--- src/rtl/traffic_pkg.sv ---
package traffic_pkg;

    // phase timer, long enough for the 60 tick greens
    typedef logic [5:0] timer_t;

    // main road is north/south, cross road is east/west
    // names follow the road whose traffic is moving
    typedef enum logic [3:0] {
        main_green,
        main_amber,
        main_clear,     // all red after the main road
        left_turn,      // protected arrow, every road red
        cross_walk,
        cross_flash,
        cross_dont,
        cross_green,
        cross_amber,
        cross_clear,    // all red after the cross road
        main_walk,
        main_flash,
        main_dont
    } phase_t;

    // length of each phase in ticks
    function automatic timer_t phase_duration(phase_t p);
        timer_t d;
        case (p)
            main_green, cross_green: d = timer_t'(60);
            main_amber, cross_amber: d = timer_t'(6);
            main_clear, cross_clear: d = timer_t'(2);
            left_turn:               d = timer_t'(20);
            main_walk, cross_walk:   d = timer_t'(10);
            main_flash, cross_flash: d = timer_t'(20);
            main_dont, cross_dont:   d = timer_t'(30);
            default:                 d = timer_t'(60);
        endcase
        return d;
    endfunction

    // seven segment patterns, segment on when the bit is low
    localparam logic [6:0] seg_walk      = 7'b1011111; // walking figure
    localparam logic [6:0] seg_dont_walk = 7'b0100001; // raised hand
    localparam logic [6:0] seg_blank     = 7'b1111111; // all segments dark

endpackage

--- src/rtl/tick_gen.sv ---
`timescale 1ns/1ps

module tick_gen #(
    parameter int tick_div_slow = 27000000, // clk cycles per tick, normal rate
    parameter int tick_div_fast = 2700000   // clk cycles per tick, overclock
) (
    input  logic clk,
    input  logic reset,
    input  logic overclock,
    output logic tick,
    output logic beat
);

    localparam int cnt_w = $clog2(tick_div_slow);

    logic [cnt_w-1:0] count;
    logic [cnt_w-1:0] limit;
    logic             wrap;

    // divisor picked live, a shorter limit just ends the current count early
    assign limit = overclock ? cnt_w'(tick_div_fast - 1) : cnt_w'(tick_div_slow - 1);
    assign wrap  = (count >= limit);

    always_ff @(posedge clk or negedge reset)
    begin
        if (!reset)
        begin
            count <= '0;
            tick  <= 1'b0;
            beat  <= 1'b0;
        end
        else
        begin
            tick <= wrap;                       // one cycle pulse per wrap
            if (wrap)
            begin
                count <= '0;
                beat  <= ~beat;                 // flash beat flips with each tick
            end
            else
                count <= count + 1'b1;
        end
    end

endmodule

--- src/rtl/phase_sequencer.sv ---
`timescale 1ns/1ps

module phase_sequencer (
    input  logic                clk,
    input  logic                reset,
    input  logic                tick,
    input  logic                left_turn_request,
    input  logic [3:0]          walk_buttons,     // n, s, e, w from low bit up
    output traffic_pkg::phase_t phase
);

    import traffic_pkg::*;

    timer_t     timer;           // ticks left in the current phase
    phase_t     next_phase;
    logic       advance;
    logic [3:0] btn_meta;        // first synchronizer stage
    logic [3:0] btn_sync;        // second stage, safe to use
    logic       walk_set;
    logic       walk_request;    // one pending request shared by all buttons
    logic       walk_entry;

    // the phase ends on the tick that finds one tick left
    assign advance = tick && (timer <= timer_t'(1));

    // transition table
    always_comb
    begin
        case (phase)
            main_green:  next_phase = main_amber;
            main_amber:  next_phase = main_clear;
            main_clear:
            begin
                if (left_turn_request)
                    next_phase = left_turn;     // arrow goes in before the cross road
                else if (walk_request)
                    next_phase = cross_walk;
                else
                    next_phase = cross_green;
            end
            left_turn:   next_phase = walk_request ? cross_walk : cross_green;
            cross_walk:  next_phase = cross_flash;
            cross_flash: next_phase = cross_dont;
            cross_dont:  next_phase = cross_amber; // walk group stands in for the green
            cross_green: next_phase = cross_amber;
            cross_amber: next_phase = cross_clear;
            cross_clear: next_phase = walk_request ? main_walk : main_green;
            main_walk:   next_phase = main_flash;
            main_flash:  next_phase = main_dont;
            main_dont:   next_phase = main_amber;
            default:     next_phase = main_green;  // unused codes recover here
        endcase
    end

    // phase register and duration timer
    always_ff @(posedge clk or negedge reset)
    begin
        if (!reset)
        begin
            phase <= main_green;
            timer <= phase_duration(main_green);
        end
        else if (advance)
        begin
            phase <= next_phase;
            timer <= phase_duration(next_phase); // full length of the new phase
        end
        else if (tick)
            timer <= timer - 1'b1;
    end

    // buttons are asynchronous to clk
    always_ff @(posedge clk or negedge reset)
    begin
        if (!reset)
        begin
            btn_meta <= '0;
            btn_sync <= '0;
        end
        else
        begin
            btn_meta <= walk_buttons;
            btn_sync <= btn_meta;
        end
    end

    assign walk_set   = |btn_sync;             // any of the four crossings
    assign walk_entry = advance && ((next_phase == cross_walk) || (next_phase == main_walk));

    // request is served once a walk group begins
    always_ff @(posedge clk or negedge reset)
    begin
        if (!reset)
            walk_request <= 1'b0;
        else if (walk_set)
            walk_request <= 1'b1;              // a press on the entry edge stays pending
        else if (walk_entry)
            walk_request <= 1'b0;
    end

endmodule

--- src/rtl/signal_decoder.sv ---
`timescale 1ns/1ps

module signal_decoder (
    input  traffic_pkg::phase_t phase,
    input  logic                beat,
    output logic [2:0]          northbound_lamps,  // {green, amber, red}
    output logic [2:0]          southbound_lamps,
    output logic [2:0]          eastbound_lamps,
    output logic [2:0]          westbound_lamps,
    output logic                left_turn_arrow,
    output logic [6:0]          northbound_walk,   // active low segments
    output logic [6:0]          southbound_walk,
    output logic [6:0]          eastbound_walk,
    output logic [6:0]          westbound_walk
);

    import traffic_pkg::*;

    logic [2:0] main_lamps;      // shared by north and south
    logic [2:0] cross_lamps;     // shared by east and west
    logic [6:0] main_display;
    logic [6:0] cross_display;

    // one road's lamp set from its own green, amber and walk group phases
    function automatic logic [2:0] road_lamps(logic go, logic slow);
        logic [2:0] l;
        if (go)
            l = 3'b100;
        else if (slow)
            l = 3'b010;
        else
            l = 3'b001;          // red whenever the road is not moving
        return l;
    endfunction

    // walk display of one road, flashing hand follows the beat
    function automatic logic [6:0] walk_display(logic walk, logic flash, logic b);
        logic [6:0] s;
        if (walk)
            s = seg_walk;
        else if (flash)
            s = b ? seg_dont_walk : seg_blank;
        else
            s = seg_dont_walk;
        return s;
    endfunction

    always_comb
    begin
        main_lamps = road_lamps(
            (phase == main_green) || (phase == main_walk) ||
            (phase == main_flash) || (phase == main_dont),
            phase == main_amber);
        cross_lamps = road_lamps(
            (phase == cross_green) || (phase == cross_walk) ||
            (phase == cross_flash) || (phase == cross_dont),
            phase == cross_amber);
        main_display  = walk_display(phase == main_walk, phase == main_flash, beat);
        cross_display = walk_display(phase == cross_walk, phase == cross_flash, beat);
    end

    assign northbound_lamps = main_lamps;
    assign southbound_lamps = main_lamps;
    assign eastbound_lamps  = cross_lamps;
    assign westbound_lamps  = cross_lamps;

    assign left_turn_arrow = (phase == left_turn);  // all roads red meanwhile

    assign northbound_walk = main_display;
    assign southbound_walk = main_display;
    assign eastbound_walk  = cross_display;
    assign westbound_walk  = cross_display;

endmodule

--- src/rtl/traffic_controller.sv ---
`timescale 1ns/1ps

module traffic_controller #(
    parameter int tick_div_slow = 27000000, // 1 tick per second at 27 MHz
    parameter int tick_div_fast = 2700000   // ten times faster for demos
) (
    input  logic       clk,
    input  logic       reset,
    input  logic       overclock,
    input  logic       left_turn_request,
    input  logic       nbnd_walk_req,         // buttons active high
    input  logic       sbnd_walk_req,
    input  logic       ebnd_walk_req,
    input  logic       wbnd_walk_req,
    output logic [2:0] northbound_lamps,      // lamps active high
    output logic [2:0] southbound_lamps,
    output logic [2:0] eastbound_lamps,
    output logic [2:0] westbound_lamps,
    output logic       left_turn_arrow,
    output logic [6:0] northbound_walk,
    output logic [6:0] southbound_walk,
    output logic [6:0] eastbound_walk,
    output logic [6:0] westbound_walk
);

    logic                tick;   // clock enable for the sequencer
    logic                beat;   // flash rate for the walk displays
    traffic_pkg::phase_t phase;

    tick_gen #(
        .tick_div_slow(tick_div_slow),
        .tick_div_fast(tick_div_fast)
    ) tick_gen_i (
        .clk      (clk),
        .reset    (reset),
        .overclock(overclock),
        .tick     (tick),
        .beat     (beat)
    );

    phase_sequencer phase_sequencer_i (
        .clk              (clk),
        .reset            (reset),
        .tick             (tick),
        .left_turn_request(left_turn_request),
        .walk_buttons     ({wbnd_walk_req, ebnd_walk_req, sbnd_walk_req, nbnd_walk_req}),
        .phase            (phase)
    );

    signal_decoder signal_decoder_i (
        .phase           (phase),
        .beat            (beat),
        .northbound_lamps(northbound_lamps),
        .southbound_lamps(southbound_lamps),
        .eastbound_lamps (eastbound_lamps),
        .westbound_lamps (westbound_lamps),
        .left_turn_arrow (left_turn_arrow),
        .northbound_walk (northbound_walk),
        .southbound_walk (southbound_walk),
        .eastbound_walk  (eastbound_walk),
        .westbound_walk  (westbound_walk)
    );

endmodule

--- config.mk ---
export PLATFORM = sky130hd
export DESIGN_NAME = traffic_controller
export DESIGN_NICKNAME = d
export VERILOG_FILES = /design/src/rtl/traffic_pkg.sv /design/src/rtl/tick_gen.sv /design/src/rtl/phase_sequencer.sv /design/src/rtl/signal_decoder.sv /design/src/rtl/traffic_controller.sv
export SDC_FILE = /design/constraint.sdc
export NUM_CORES = 1
export LEC_CHECK = 0
export ABC_CLOCK_PERIOD_IN_PS = 2600
export BUFFER_PORTS_ARGS = -buffer_cell sky130_fd_sc_hd__buf_2
export CORE_MARGIN = 2
export CORE_UTILIZATION = 57
export CTS_CLUSTER_DIAMETER = 60
export CTS_CLUSTER_SIZE = 25
export DETAILED_ROUTE_END_ITERATION = 10
export PLACE_DENSITY = 0.9
export SYNTH_ARGS = -nofsm -noshare
export SYNTH_HDL_FRONTEND = slang
export SYNTH_SLANG_ARGS = --single-unit
--- constraint.sdc ---
create_clock -name clk -period 2.6 [get_ports clk]
set_clock_uncertainty 0.1 [all_clocks]
set_input_delay 0.52 -clock clk [delete_from_list [all_inputs] [get_ports clk]]
set_output_delay 0.52 -clock clk [all_outputs]
set_load 0.05 [all_outputs]
# ---- After elaboration in Yosys (flattened, before gate mapping)
# Memories as Yosys holds them, arrays and structs flattened.
# Index checks and enable logic that the tools add are counted.
dict set report totals {
  output_inout_bits 41
  regBits 46
  n_memories 1
  romBits 80
  input_bits 8
  elab_cells 62
}
dict set report classes {
  mux 19
  n_reduce_logical 15
  magnitude_cmp 2
  eq_ne 14
  n_addsub 2
  bitwise 1
}
# name depth word_bits read_ports rd_clocked_by_memory_dff write_ports line
set memory_table {}
lappend memory_table {{(name not given)} 16 5 1 0 0 traffic_pkg.sv:27} ;# case (p)
# cell n
set op_table {}
lappend op_table {{$mux W25} 2}
lappend op_table {{$pmux W4 S11} 1}
lappend op_table {{$mux W7} 5}
lappend op_table {{$add A25 B1 Y25 const B} 1}
lappend op_table {{$ge A25 B25 Y1} 1}
lappend op_table {{$eq A4 B4 Y1 const B} 6}
lappend op_table {{$eq A4 B3 Y1 const B} 5}
lappend op_table {{$mux W6} 2}
lappend op_table {{$eq A4 B2 Y1 const B} 2}
lappend op_table {{$mux W4} 2}
lappend op_table {{$logic_or A1 B1 Y1} 7}
lappend op_table {{$le A6 B1 Y1 const B} 1}
lappend op_table {{$mux W2} 3}
lappend op_table {{$mux W3} 2}
lappend op_table {{$sub A6 B1 Y6 const B} 1}
lappend op_table {{$eq A4 B1 Y1 const B} 1}
lappend op_table {{$logic_not A4 Y1} 1}
lappend op_table {{$reduce_bool A2 Y1} 2}
lappend op_table {{$reduce_or A2 Y1} 2}
lappend op_table {{$reduce_or A4 Y1} 1}
lappend op_table {{$logic_and A1 B1 Y1} 2}
lappend op_table {{$mux W1} 2}
lappend op_table {{$not A1 Y1} 1}

# ---- Longest topological paths before layout
dict set report logic_depth {
  word_depth 8
  ltp_mapped 9
  depth_no_buf 8
}

# ---- Hierarchy
# From an unflattened synthesis, not the netlist that was laid out.
dict set report unflattened {
  hier_cells 327
  area_unflattened_um2 3123.0
}
# module area_each_um2 instances cells_each
set modules_own_cells {}
lappend modules_own_cells {tick_gen 1577.8 1 159}
lappend modules_own_cells {phase_sequencer 1171.1 1 118}
lappend modules_own_cells {signal_decoder 374.1 1 50}

# ---- Worst setup path before layout
# No wires, ideal clock.
dict set report synth_path {
  path_type {reg2out}
  start {register phase_sequencer_i.phase[0]}
  end {output southbound_lamps[0]}
  slack_ns -1.619
  arrival_time_ns 3.599
  required_ns 1.980
  stages_incl_launch_ff 5
  path_buffers 2
  path_cell_list {dfrtp_1 -> clkbuf_1 -> nor4b_1 -> nor2_1 -> buf_4}
}
dict set report synth_between {
  elab_chain_len 5
}
# item line
set synth_lines {}
lappend synth_lines {{start: declaration} phase_sequencer.sv:9} ;# output traffic_pkg::phase_t phase
lappend synth_lines {{start signal: assignment} phase_sequencer.sv:60} ;# phase <= main_green;
lappend synth_lines {{start signal: assignment} phase_sequencer.sv:65} ;# phase <= next_phase;
lappend synth_lines {{$eq A4 B4 Y1 / $logic_not A4 Y1 (equally long branches)} signal_decoder.sv:51} ;# (phase == main_green) || (phase == main_walk) ||
lappend synth_lines {{$logic_or A1 B1 Y1 (2 in a row)} signal_decoder.sv:51}
lappend synth_lines {{$logic_or A1 B1 Y1} signal_decoder.sv:52} ;# (phase == main_flash) || (phase == main_dont),
lappend synth_lines {{$mux W3 *} signal_decoder.sv:27} ;# if (go)
lappend synth_lines {{end: declaration} traffic_controller.sv:16} ;# output logic [2:0] southbound_lamps,
# Every way passes the cells marked *; elsewhere a longest branch is shown, timed or not.

# ---- Worst setup path in the final report
dict set report layout_path {
  start {register phase_sequencer_i.phase[2]}
  end {output eastbound_walk[2]}
}
dict set report layout_between {
  elab_chain_len 3
}
# item line
set layout_lines {}
lappend layout_lines {{$eq A4 B3 Y1} signal_decoder.sv:59} ;# cross_display = walk_display(phase == cross_walk, phase == cross_flash, beat);
lappend layout_lines {{$mux W7} signal_decoder.sv:41} ;# else if (flash)
lappend layout_lines {{$mux W7 *} signal_decoder.sv:39} ;# if (walk)
lappend layout_lines {{end: declaration} traffic_controller.sv:22} ;# output logic [6:0] eastbound_walk,
# Marked as above.

==> results.ini <==
[status]
status=complete, no violations

[timing]
rsz0062_at_grt=true
finalCritPeriodShare_pct=96.0
timing.final.max_slew_violations=0
finalSetupViolations=0
fmax_mhz=401
fin_crit_ns=2.50
final.setup.worst_slack_ns=0.104
finalHoldViolations=0
worst_pin_slew_ns=0.777
setup_tns_ns=0
relSlewSlack_pct=48.2

[power]
ir_drop_v=0.000552
power_density_mw_per_mm2=436
total_power_w=0.00143
p_leak_nw=1.55

[yosys]
ys_top_cells_by_count=dfrtp_1 (42), nor2_1 (39), buf_4 (35), ha_1 (21), nand2_1 (19)
synth_area_leaders=dfrtp_1 (34%), buf_4 (8.6%), ha_1 (8.6%), nor2_1 (4.8%), xnor2_1 (4.0%)
synthSimpleGateAreaFrac_pct=21.6
yosysWarnings=0
synthXorXnorAreaFrac_pct=7.15
yosysTopAreaCellShare_pct=34.3
synthMuxAreaShare_pct=2.33
synth_top_family_by_area=simple AND/OR/NAND/NOR gates
syn_inst=324
syn-mean-instance-area_um2=9.46
ys.flop_type=dfrtp_1
synth-edff-count=0
yosysSeqAreaShare_pct=37.7
synth.largest_area_cell=dfrtp_1
ys_ff_latch=46
yosysMostFrequentCell=dfrtp_1
synth-adder-area-share_pct=8.57
async_reset_ff_share_pct=100
ys_types=57
synth_area_mm2=0.00306
synth_compound_area_share_pct=10.8

[grt]
busiest_layer=met2
grt_pass1_vias=2260
grt_max_degree=25
antenna_found_initial=0
use_met3_pct=3.41
grtUsageMet2_pct=35.0
grtUsageMet1_pct=26.8
grt_usage_pct=20.5
grt_pass1_wl_mm=10.1
grt-ovfl-total=0

[routing]
drtIter0Drc=130
wl_per_cell_um=13.9
avgViaCountPerCell=5.59
first_pass_iters=4
drc=0
routed_wl_mm=5.74
drtAntennaViolNets=0
route.vias.total=2305

[placed_design]
port_buffers=44
pre_cts_ws_ns=0.220
dp_hpwl_mm=4.30
place_inst=404
place_congestion=0.870

[floorplan]
start_util_pct=59.6
die_h_um=77.3
core_area_mm2=0.00514
die_x_um=77.3
fp-row-count=26
die-area_mm2=0.00598
io_pins=49

[clocking]
cts_tree=yes
cts_buffer_depth=2
h-tree-depth=2
path_clk_slew_ns=0.09
cts_made_buffers=5
insertion_delay_ns=0.30
numClockSinks=46
root_buffer=clkbuf_8
ctsHoldBuffers=0

[cells_and_area]
diodes=0
nets=370
drive_gt1_share_pct=23.7
syn2layout_area_growth_pct=7.02
finalNonFillerCells=412
fin_util_pct=63.8

[setup_path]
crit_type=reg2out
arrival_ns=1.88
slowest_stage=dfrtp_1
crit_required_ns=1.98
crit_family=flip-flops
cp.buffers_inverters=1
crit_fanout=10
crit_chain=nand2b_1 -> a211oi_2 -> buf_2
critPathLaunchType=register
end_kind=output pin
critPathMaxStageDelay_ns=0.58

[worst_hold_path]
hp-class=in2async

[job]
drv_cap=0

==> layout make-up <==
cell class / instances / area, um2
Tap cell: 70 / 87.6
Clock buffer: 5 / 68.8
Sequential cell: 46 / 1160
Inverter: 12 / 45.0
Multi-Input combinational cell: 227 / 1590
Fill cell: 423 / 1860
Clock inverter: 3 / 68.8
Timing Repair Buffer: 49 / 258
==> layer usage <==
| layer | up-vias | wire [um] |
|---|---|---|
| li1 | 1119 | - |
| met1 | 1124 | 2610 |
| met2 | 51 | 2840 |
| met3 | 11 | 200 |
| met4 | 0 | 92 |
| met5 | - | 0 |
==> cells in the final DEF (no fill, tap or decap), drive strengths merged, types with 2 or more instances in the layout <==
master / Yosys / final
buf: 40 / 49
dfrtp: 42 / 42
nor2: 41 / 41
ha: 21 / 21
nand2: 20 / 20
xnor2: 14 / 14
nor3: 13 / 13
inv: 12 / 12
o21ai: 12 / 12
xor2: 11 / 11
nand3: 11 / 11
nand4: 8 / 8
and3: 6 / 6
mux2i: 6 / 6
nand2b: 5 / 5
clkbuf: 2 / 5
a21oi: 5 / 5
nor4: 5 / 5
o211ai: 4 / 4
conb: 1 / 4
dfstp: 4 / 4
a211oi: 4 / 4
or2: 4 / 4
and4: 3 / 3
nor2b: 3 / 3
a21boi: 2 / 2
a2bb2oi: 2 / 2
o221ai: 2 / 2
bufinv: 0 / 2
nor4b: 2 / 2
==> worst paths after layout <==
path	start	endpoint	slack, ns	cells past startpoint
max in group asynchronous	reset	phase_sequencer_i.timer[4]	2.03	2
min in group clk	wbnd_walk_req	phase_sequencer_i.btn_meta[3]	0.22	1
worst max register to register	phase_sequencer_i.phase[1]	phase_sequencer_i.walk_request	0.27	6
worst min-delay path	reset	tick_gen_i.count[12]	0.09	2
worst max-delay path	phase_sequencer_i.phase[2]	eastbound_walk[2]	0.10	3
worst min register to register	phase_sequencer_i.btn_meta[3]	phase_sequencer_i.btn_sync[3]	0.26	0
==> sequential cells by signal (all words and copies together), names as in the netlist <==
| name | count |
|---|---|
| phase_sequencer_i.phase | 4 |
| phase_sequencer_i.walk_request | 1 |
| tick_gen_i.beat | 1 |
| phase_sequencer_i.btn_sync | 4 |
| tick_gen_i.count | 25 |
| phase_sequencer_i.btn_meta | 4 |
| tick_gen_i.tick | 1 |
| phase_sequencer_i.timer | 6 |
==> stage by stage <==
stage / instance area [um2] / hold slack (ns)
after floorplan: 3110 / 0.124
after global placement: 3140 / 0.234
after detailed placement: 3140 / 0.238
after CTS: 3280 / 0.0948
after global routing: 3280 / 0.111
final: 3280 / 0.0871
==> power by group <==
group / internal, W / switching, W
Clock: 0.000385 / 0.000245
Combinational: 0.0000195 / 0.0000457
Sequential: 0.000726 / 0.00000808
Total: 0.00113 / 0.000299
==> repair_timing <==
action                     CTS  global route
setup endpoints to repair   10            10
resized for setup            1             1
setup buffers                0             0
gates cloned                 0             0
==> logic make-up (layout without fill, tap and decap cells) <==
group	Yosys count	count (layout)
xor+xnor	25	25
compound gates	42	42
other cells	1	4
fa+ha+maj	21	21
buf+inv	54	69
simple gates	128	128
flops	46	46
mux	7	7
(Power assumes the default switching activity.)
